## src/logic/bpuPkg.sv

```systemverilog
//~~~~~~~~~~~~~~~~~~~~~~~~~~~~~~~~~~~~~~~~~~~~~~~~~~~~~~~~~~~~~~~~~~~~~~~~~~
// Shared definitions for the branch prediction unit with PC width, branch
// type codes, 2-bit counter encodings and the call return offset
//~~~~~~~~~~~~~~~~~~~~~~~~~~~~~~~~~~~~~~~~~~~~~~~~~~~~~~~~~~~~~~~~~~~~~~~~~~

`default_nettype none

package bpuPkg;

    // one word
    localparam int addrWidth = 32;

    // branch kind as stored in the history table
    typedef enum logic [1:0] {
        brNone = 2'b00,
        brCall = 2'b01,
        brRetn = 2'b10,
        brImme = 2'b11
    } branchType_t;

    // saturating counter states with the top bit as the taken prediction
    localparam logic [1:0] ctrStrongNt = 2'b00;
    localparam logic [1:0] ctrWeakNt   = 2'b01;
    localparam logic [1:0] ctrWeakT    = 2'b10;
    localparam logic [1:0] ctrStrongT  = 2'b11;

    // call plus its delay slot
    localparam logic [addrWidth-1:0] returnOffset = 32'd8;

endpackage

`default_nettype wire

```

## src/logic/branchHistoryTable.sv

```systemverilog
//~~~~~~~~~~~~~~~~~~~~~~~~~~~~~~~~~~~~~~~~~~~~~~~~~~~~~~~~~~~~~~~~~~~~~~~~~~
// Direct-mapped tagged table of branch targets, types and 2-bit
// counters with an async lookup and a resolution write port
//~~~~~~~~~~~~~~~~~~~~~~~~~~~~~~~~~~~~~~~~~~~~~~~~~~~~~~~~~~~~~~~~~~~~~~~~~~

`timescale 1ns/10ps
`default_nettype none

module branchHistoryTable import bpuPkg::*; #(
    parameter int indexWidth = 6
) (
    input  logic                                    clk,
    input  logic                                    reset,
    input  logic [addrWidth-1:0]                    lookupPc,
    input  logic                                    resolveValid,
    input  logic [addrWidth-1:0]                    resolvePc,
    input  logic [addrWidth-1:0]                    resolveTarget,
    input  branchType_t                             resolveType,
    input  logic                                    resolveTaken,
    input  logic                                    resolveHit,
    input  logic [1:0]                              resolveCount,
    output logic                                    entryValid,
    output logic [addrWidth-indexWidth-3:0]         entryTag,
    output logic [addrWidth-1:0]                    entryTarget,
    output branchType_t                             entryType,
    output logic [1:0]                              entryCount
);

    localparam int numEntries = 2 ** indexWidth;
    localparam int tagWidth   = addrWidth - indexWidth - 2;

    logic [numEntries-1:0]   validBits;
    logic [tagWidth-1:0]     tagMem [numEntries];
    logic [addrWidth-1:0]    targetMem [numEntries];
    branchType_t             typeMem [numEntries];
    logic [1:0]              countMem [numEntries];

    logic [indexWidth-1:0]   lookupIndex;
    logic [indexWidth-1:0]   writeIndex;
    logic [tagWidth-1:0]     writeTag;
    logic [1:0]              writeCount;

    // index skips the byte offset and the tag is everything above it
    assign lookupIndex = lookupPc[indexWidth+1:2];
    assign writeIndex  = resolvePc[indexWidth+1:2];
    assign writeTag    = resolvePc[addrWidth-1:indexWidth+2];

    // fresh entries start weak and hits step toward the outcome and saturate
    always_comb begin
        if (!resolveHit) begin
            writeCount = resolveTaken ? ctrWeakT : ctrWeakNt;
        end else if (resolveTaken) begin
            writeCount = (resolveCount == ctrStrongT) ? resolveCount : resolveCount + 2'd1;
        end else begin
            writeCount = (resolveCount == ctrStrongNt) ? resolveCount : resolveCount - 2'd1;
        end
    end

    always_ff @(posedge clk) begin
        if (reset) begin
            validBits <= '0;
        end else if (resolveValid) begin
            validBits[writeIndex] <= 1'b1;
        end
    end

    always_ff @(posedge clk) begin
        if (resolveValid) begin
            tagMem[writeIndex]    <= writeTag;
            targetMem[writeIndex] <= resolveTarget;
            typeMem[writeIndex]   <= resolveType;
            countMem[writeIndex]  <= writeCount;
        end
    end

    // lookup sees the old contents during a write cycle
    assign entryValid  = validBits[lookupIndex];
    assign entryTag    = tagMem[lookupIndex];
    assign entryTarget = targetMem[lookupIndex];
    assign entryType   = typeMem[lookupIndex];
    assign entryCount  = countMem[lookupIndex];

endmodule

`default_nettype wire

```

## src/logic/returnAddressStack.sv

```systemverilog
//~~~~~~~~~~~~~~~~~~~~~~~~~~~~~~~~~~~~~~~~~~~~~~~~~~~~~~~~~~~~~~~~~~~~~~~~~~
// Circular call/return stack with a same-cycle push bypass
//~~~~~~~~~~~~~~~~~~~~~~~~~~~~~~~~~~~~~~~~~~~~~~~~~~~~~~~~~~~~~~~~~~~~~~~~~~

`timescale 1ns/10ps
`default_nettype none

module returnAddressStack import bpuPkg::*; #(
    parameter int rasDepth = 8
) (
    input  logic                    clk,
    input  logic                    reset,
    input  logic                    resolveValid,
    input  logic [addrWidth-1:0]    resolvePc,
    input  branchType_t             resolveType,
    input  logic                    resolveRetnOk,
    output logic                    topValid,
    output logic [addrWidth-1:0]    topAddr
);

    localparam int ptrWidth = $clog2(rasDepth);

    logic [rasDepth-1:0]    slotValid;
    logic [addrWidth-1:0]   slotAddr [rasDepth];
    logic [ptrWidth-1:0]    topPtr;
    logic [ptrWidth-1:0]    belowPtr;
    logic                   pushEn;
    logic                   popEn;
    logic [addrWidth-1:0]   pushAddr;

    // pointer wraps since depth is a power of two
    assign belowPtr = topPtr - 1'b1;
    assign pushEn   = resolveValid && (resolveType == brCall);
    assign popEn    = resolveValid && (resolveType == brRetn) && resolveRetnOk;
    assign pushAddr = resolvePc + returnOffset;

    always_ff @(posedge clk) begin
        if (reset) begin
            topPtr    <= '0;
            slotValid <= '0;
            for (int i = 0; i < rasDepth; i++) begin
                slotAddr[i] <= '0;
            end
        end else if (pushEn) begin
            slotValid[topPtr] <= 1'b1;
            slotAddr[topPtr]  <= pushAddr;
            topPtr            <= topPtr + 1'b1;
        end else if (popEn) begin
            // popped slot no longer holds a live return
            slotValid[belowPtr] <= 1'b0;
            topPtr              <= belowPtr;
        end
    end

    // a call resolving now is visible to the lookup in the same cycle
    assign topValid = pushEn ? 1'b1 : slotValid[belowPtr];
    assign topAddr  = pushEn ? pushAddr : slotAddr[belowPtr];

endmodule

`default_nettype wire

```

## src/logic/predictionStage.sv

```systemverilog
//~~~~~~~~~~~~~~~~~~~~~~~~~~~~~~~~~~~~~~~~~~~~~~~~~~~~~~~~~~~~~~~~~~~~~~~~~~
// Fetch-side lookup register, tag compare and predicted target selection
//~~~~~~~~~~~~~~~~~~~~~~~~~~~~~~~~~~~~~~~~~~~~~~~~~~~~~~~~~~~~~~~~~~~~~~~~~~

`timescale 1ns/10ps
`default_nettype none

module predictionStage import bpuPkg::*; #(
    parameter int indexWidth = 6
) (
    input  logic                                clk,
    input  logic                                reset,
    input  logic                                ifWr,
    input  logic                                ifFlush,
    input  logic [addrWidth-1:0]                preIfPc,
    input  logic                                entryValid,
    input  logic [addrWidth-indexWidth-3:0]     entryTag,
    input  logic [addrWidth-1:0]                entryTarget,
    input  branchType_t                         entryType,
    input  logic [1:0]                          entryCount,
    input  logic                                topValid,
    input  logic [addrWidth-1:0]                topAddr,
    output logic [addrWidth-1:0]                target,
    output logic                                predTaken,
    output branchType_t                         predType,
    output logic                                predHit,
    output logic [1:0]                          predCount,
    output logic                                predValid
);

    localparam int tagWidth = addrWidth - indexWidth - 2;

    logic                   regEntryValid;
    logic [tagWidth-1:0]    regEntryTag;
    logic [addrWidth-1:0]   regEntryTarget;
    branchType_t            regEntryType;
    logic [1:0]             regEntryCount;
    logic                   regTopValid;
    logic [addrWidth-1:0]   regTopAddr;
    logic [tagWidth-1:0]    regPcTag;
    logic [addrWidth-1:0]   regPcAdd8;
    logic                   regSlotValid;

    always_ff @(posedge clk) begin
        if (reset || ifFlush) begin
            regEntryValid  <= 1'b0;
            regEntryTag    <= '0;
            regEntryTarget <= '0;
            regEntryType   <= brNone;
            regEntryCount  <= ctrStrongNt;
            regTopValid    <= 1'b0;
            regTopAddr     <= '0;
            regPcTag       <= '0;
            // cleared PC of zero gives a fall-through of 8
            regPcAdd8      <= returnOffset;
            regSlotValid   <= 1'b0;
        end else if (ifWr) begin
            regEntryValid  <= entryValid;
            regEntryTag    <= entryTag;
            regEntryTarget <= entryTarget;
            regEntryType   <= entryType;
            regEntryCount  <= entryCount;
            regTopValid    <= topValid;
            regTopAddr     <= topAddr;
            regPcTag       <= preIfPc[addrWidth-1:indexWidth+2];
            regPcAdd8      <= preIfPc + returnOffset;
            // the fetch after a taken prediction is the wrong path
            regSlotValid   <= ~predTaken;
        end
    end

    assign predHit = regEntryValid && (regEntryTag == regPcTag);

    always_comb begin
        target    = regPcAdd8;
        predTaken = 1'b0;
        if (predHit) begin
            case (regEntryType)
                brCall: begin
                    target    = regEntryTarget;
                    predTaken = 1'b1;
                end
                brRetn: begin
                    // empty stack falls back to the delay slot successor
                    target    = regTopValid ? regTopAddr : regPcAdd8;
                    predTaken = 1'b1;
                end
                brImme: begin
                    if (regEntryCount[1]) begin
                        target    = regEntryTarget;
                        predTaken = 1'b1;
                    end
                end
                default: begin
                    target    = regPcAdd8;
                    predTaken = 1'b0;
                end
            endcase
        end
    end

    assign predType  = predHit ? regEntryType : brNone;
    assign predCount = regEntryCount;
    assign predValid = regSlotValid;

endmodule

`default_nettype wire

```

## src/logic/branchPredictor.sv

```systemverilog
//~~~~~~~~~~~~~~~~~~~~~~~~~~~~~~~~~~~~~~~~~~~~~~~~~~~~~~~~~~~~~~~~~~~~~~~~~~
// Top level joining the history table, the return address stack and
// the prediction register
//~~~~~~~~~~~~~~~~~~~~~~~~~~~~~~~~~~~~~~~~~~~~~~~~~~~~~~~~~~~~~~~~~~~~~~~~~~

`timescale 1ns/10ps
`default_nettype none

module branchPredictor import bpuPkg::*; #(
    parameter int indexWidth = 6,
    parameter int rasDepth   = 8
) (
    input  logic                    clk,
    input  logic                    reset,
    input  logic [addrWidth-1:0]    preIfPc,
    input  logic                    ifWr,
    input  logic                    ifFlush,
    input  logic                    resolveValid,
    input  logic [addrWidth-1:0]    resolvePc,
    input  logic [addrWidth-1:0]    resolveTarget,
    input  branchType_t             resolveType,
    input  logic                    resolveTaken,
    input  logic                    resolveHit,
    input  logic [1:0]              resolveCount,
    input  logic                    resolveRetnOk,
    output logic [addrWidth-1:0]    target,
    output logic                    predTaken,
    output branchType_t             predType,
    output logic                    predHit,
    output logic [1:0]              predCount,
    output logic                    predValid
);

    localparam int tagWidth = addrWidth - indexWidth - 2;

    logic                   entryValid;
    logic [tagWidth-1:0]    entryTag;
    logic [addrWidth-1:0]   entryTarget;
    branchType_t            entryType;
    logic [1:0]             entryCount;
    logic                   topValid;
    logic [addrWidth-1:0]   topAddr;

    branchHistoryTable #(
        .indexWidth(indexWidth)
    ) bht (
        .clk(clk),
        .reset(reset),
        .lookupPc(preIfPc),
        .resolveValid(resolveValid),
        .resolvePc(resolvePc),
        .resolveTarget(resolveTarget),
        .resolveType(resolveType),
        .resolveTaken(resolveTaken),
        .resolveHit(resolveHit),
        .resolveCount(resolveCount),
        .entryValid(entryValid),
        .entryTag(entryTag),
        .entryTarget(entryTarget),
        .entryType(entryType),
        .entryCount(entryCount)
    );

    returnAddressStack #(
        .rasDepth(rasDepth)
    ) ras (
        .clk(clk),
        .reset(reset),
        .resolveValid(resolveValid),
        .resolvePc(resolvePc),
        .resolveType(resolveType),
        .resolveRetnOk(resolveRetnOk),
        .topValid(topValid),
        .topAddr(topAddr)
    );

    predictionStage #(
        .indexWidth(indexWidth)
    ) predStage (
        .clk(clk),
        .reset(reset),
        .ifWr(ifWr),
        .ifFlush(ifFlush),
        .preIfPc(preIfPc),
        .entryValid(entryValid),
        .entryTag(entryTag),
        .entryTarget(entryTarget),
        .entryType(entryType),
        .entryCount(entryCount),
        .topValid(topValid),
        .topAddr(topAddr),
        .target(target),
        .predTaken(predTaken),
        .predType(predType),
        .predHit(predHit),
        .predCount(predCount),
        .predValid(predValid)
    );

endmodule

`default_nettype wire

```

## config.mk

```make
export PLATFORM = sky130hd
export DESIGN_NAME = branchPredictor
export DESIGN_NICKNAME = d
export VERILOG_FILES = /design/src/logic/bpuPkg.sv /design/src/logic/branchHistoryTable.sv /design/src/logic/returnAddressStack.sv /design/src/logic/predictionStage.sv /design/src/logic/branchPredictor.sv
export SDC_FILE = /design/constraint.sdc
export NUM_CORES = 2
export LEC_CHECK = 0
export CAP_MARGIN = 20
export CORE_MARGIN = 2
export CORE_UTILIZATION = 52
export CTS_CLUSTER_SIZE = 28
export DETAILED_ROUTE_END_ITERATION = 8
export DONT_BUFFER_PORTS = 1
export GPL_ROUTABILITY_DRIVEN = 0
export PLACE_DENSITY = 0.7
export SETUP_SLACK_MARGIN = 0.1
export SLEW_MARGIN = 40
export SYNTH_ARGS = -nofsm -noshare
export SYNTH_HDL_FRONTEND = slang
export SYNTH_HIERARCHICAL = 1
export SYNTH_SLANG_ARGS = --single-unit
```

## constraint.sdc

```tcl
create_clock -name clk -period 5.3 [get_ports clk]
set_clock_uncertainty 0.2 [all_clocks]
set_input_delay 1.325 -clock clk [delete_from_list [all_inputs] [get_ports clk]]
set_output_delay 1.325 -clock clk [all_outputs]
set_load 0.005 [all_outputs]
```

==> impl_metrics.yaml <==
outcome:
  status: "finished, final reports clean"
detailed_routing:
  detail_route.wl_per_cell_um: 37.67
  drt_wl_total_mm: 492.9
  drt.antenna.violating_nets: 0
  first_pass_iters: 6
  vias_per_cell: 6.840
  vias: 89510
  drc: 0
  drt-initial-drc-count: 15700
synthesis:
  synth_top_area_share_pct: 73.62
  synth-compound-area-share_pct: 3.573
  synth-seq-area-share_pct: 76.32
  muxShareOfSynthArea_pct: 15.04
  synthTopCellsByArea: "edfxtp_1, mux4_2, dfxtp_1"
  syn-cell-area_um2: 167100
  avgSynthCellArea_um2: 20.34
  synth_edf_count: 4096
  yosys_warnings: 6
  synth_xor_xnor_area_share_pct: 0.4231
  yosys.area.top_type: "edfxtp_1"
  syn_inst: 8214
  synth_ff_type: "edfxtp_1"
  synthSimpleGateAreaFrac_pct: 3.114
  ys_async_sr_fraction_pct: 0
  synth_common_cells: "edfxtp_1, mux4_2, nor2_1"
  synth_top_family_by_area: "multiplexers"
  synthAdderAreaFrac_pct: 0.05991
  post-synth-top-count-cell: "edfxtp_1"
  synth-seq-cells: 4322
  synth_cell_types: 64
  synth_nets: 8330
sta:
  slew_headroom_pct: 30.43
  slew_viol_final: 0
  worstMarginPinSlew_ns: 1.042
  fin_tns_setup_ns: 0
  finalCritPeriodShare_pct: 99.50
  fmax_mhz: 189.6
  fin_crit_ns: 5.273
  setup_viol_count_final: 0
  finalHoldViolations: 0
  rsz0062_at_grt: "true"
finish:
  finalNetCount: 8526
  area_growth_pct: 12.98
  drive_gt1_share_pct: 24.13
  fin_area_um2: 188800
power:
  p_leak_nw: 59.43
  irDropWorstVdd_mv: 0.3673
  power.density_nw_per_um2: 381.2
floorplan:
  ios: 147
  core_um2: 320400
  dieArea_um2: 325900
  num_rows: 208
  start_util_pct: 52.15
  die_y_um: 570.8
  fp.dieW_um: 570.8
clocking:
  clock_sinks: 4322
  htreeDepth: 5
  post_cts_buffers: 0
  root_buffer: "clkbuf_16"
  clockBufferDepth: 4
  cts_tree: "done"
  cts_hold_buf: 0
  clk_pin_slew_ns: 0.07
  cts_made_buffers: 418
  clk_latency_ns: 1.00
worst_hold_path:
  min-delay-start: "resolvePc[30]"
  hp-class: "input port to register"
global_routing:
  grt_pass1_vias: 87030
  grtUsageTotal_pct: 30.03
  grt_pass1_wl_mm: 679.8
  grt-ovfl-total: 0
  antenna_found_initial: 25
  grt_max_degree: 416
worst_setup_path:
  cp.required_ns: 3.77
  r2r-start: "ras/topPtr[0]"
  arrival_ns: 3.75
  worst_setup_path_end_kind: "output pin"
  start_kind: "register"
  crit_path_start: "predStage/regEntryTag[5]"
  critical_path_class: "register to output pin"
  crit_fanout: 34
  r2r_slack_ns: 1.71
placement:
  dpl_cell_area_um2: 174200
  port_buffers: 0
  dp_hpwl_mm: 261.4
flow_run:
  drv_cap: 0
## registers in the layout, indices dropped and copies added, names as in the netlist, 24 cells and up
register / cells
bht/targetMem: 2048
bht/tagMem: 1536
ras/slotAddr: 256
bht/countMem: 128
bht/typeMem: 128
bht/validBits: 64
predStage/regEntryTarget: 32
predStage/regPcAdd8: 32
predStage/regTopAddr: 32
predStage/regEntryTag: 24
predStage/regPcTag: 24
## power by group
group	switching (mW)	internal, mW	leakage, nW
clock network	13.1	17.8	6.88
logic	1.86	1.32	13.5
registers	0.202	37.7	39.1
## layer usage
layer | vias up | wire length (um) | global-route usage (%)
li1 | 34510 | - | -
met1 | 47090 | 174500 | 40.98
met2 | 6796 | 226700 | 45.93
met3 | 1105 | 68810 | 8.421
met4 | 14 | 22840 | 12.34
met5 | - | 133 | 0
## per-stage QoR
stage               util (%)  hold slack (ns)  cells  setup WS, ns  total power [mW]
finish                 58.92           0.2274  13090       0.02676             71.95
global route           58.91           0.2065  13070       0.06101             73.41
CTS                    58.82           0.1887  13060        0.1015             71.80
detailed placement     54.38           0.2549  12290       0.02472             41.64
global placement       54.19           0.2438  12260        0.1808             41.39
floorplan                  -           0.2348   8214       -0.3969             40.69
## final cells by class
cell class              instances  area, um^2
flip-flops and latches       4322      127500
fillers                     22290      131600
clock buffers                 536       11230
clock inverters               242        2980
repair buffers                282        3726
multi-input cells            3365       37780
diodes                         13       32.53
inverters                      21       78.83
well taps                    4305        5386
## worst paths after layout
kind | to | depth (start not counted)
max | target[22] | 5
min | bht/tagMem[49][22] | 0
max reg2reg | predStage/regTopAddr[12] | 11
min reg2reg | bht/validBits[22] | 2
## layout by cell type (no fill, tap or decap), types with 75 or more instances in the layout
master	instances
a211oi_1	78
a21oi_1	119
a221oi_1	75
a22oi_1	188
buf_12	75
buf_4	167
clkbuf_1	92
clkbuf_16	424
clkinv_1	75
dfxtp_1	209
edfxtp_1	4096
mux2_2	90
mux2i_1	205
mux4_2	974
nand2_1	147
nor2_1	585
o21ai_0	85
o221ai_1	124
o22ai_1	127
## repair_timing
action	in CTS	in global routing
gates resized for setup	2	4
endpoints found under the setup margin	35	20
pin swaps	0	0
## kinds of logic (layout without fill, tap and decap cells)
logic type	count (synthesis)	count (layout)
other	0	13
and+or+nand+nor	1146	1146
muxes	1280	1280
xor gates and xnor gates	73	73
adders and majority gates	8	8
buffers and inverters	527	1081
AOI/OAI and AO/OA	858	858
DFF	4322	4322
## worst max-delay path, cell delays in order (launching register included)
cell	delay, ns
dfxtp_1	0.62
xnor2_1	0.22
nand4_1	0.11
or4_1	0.56
or4_4	0.78
o21ai_1	0.44
Note: power is estimated with default switching activity, not from simulation.
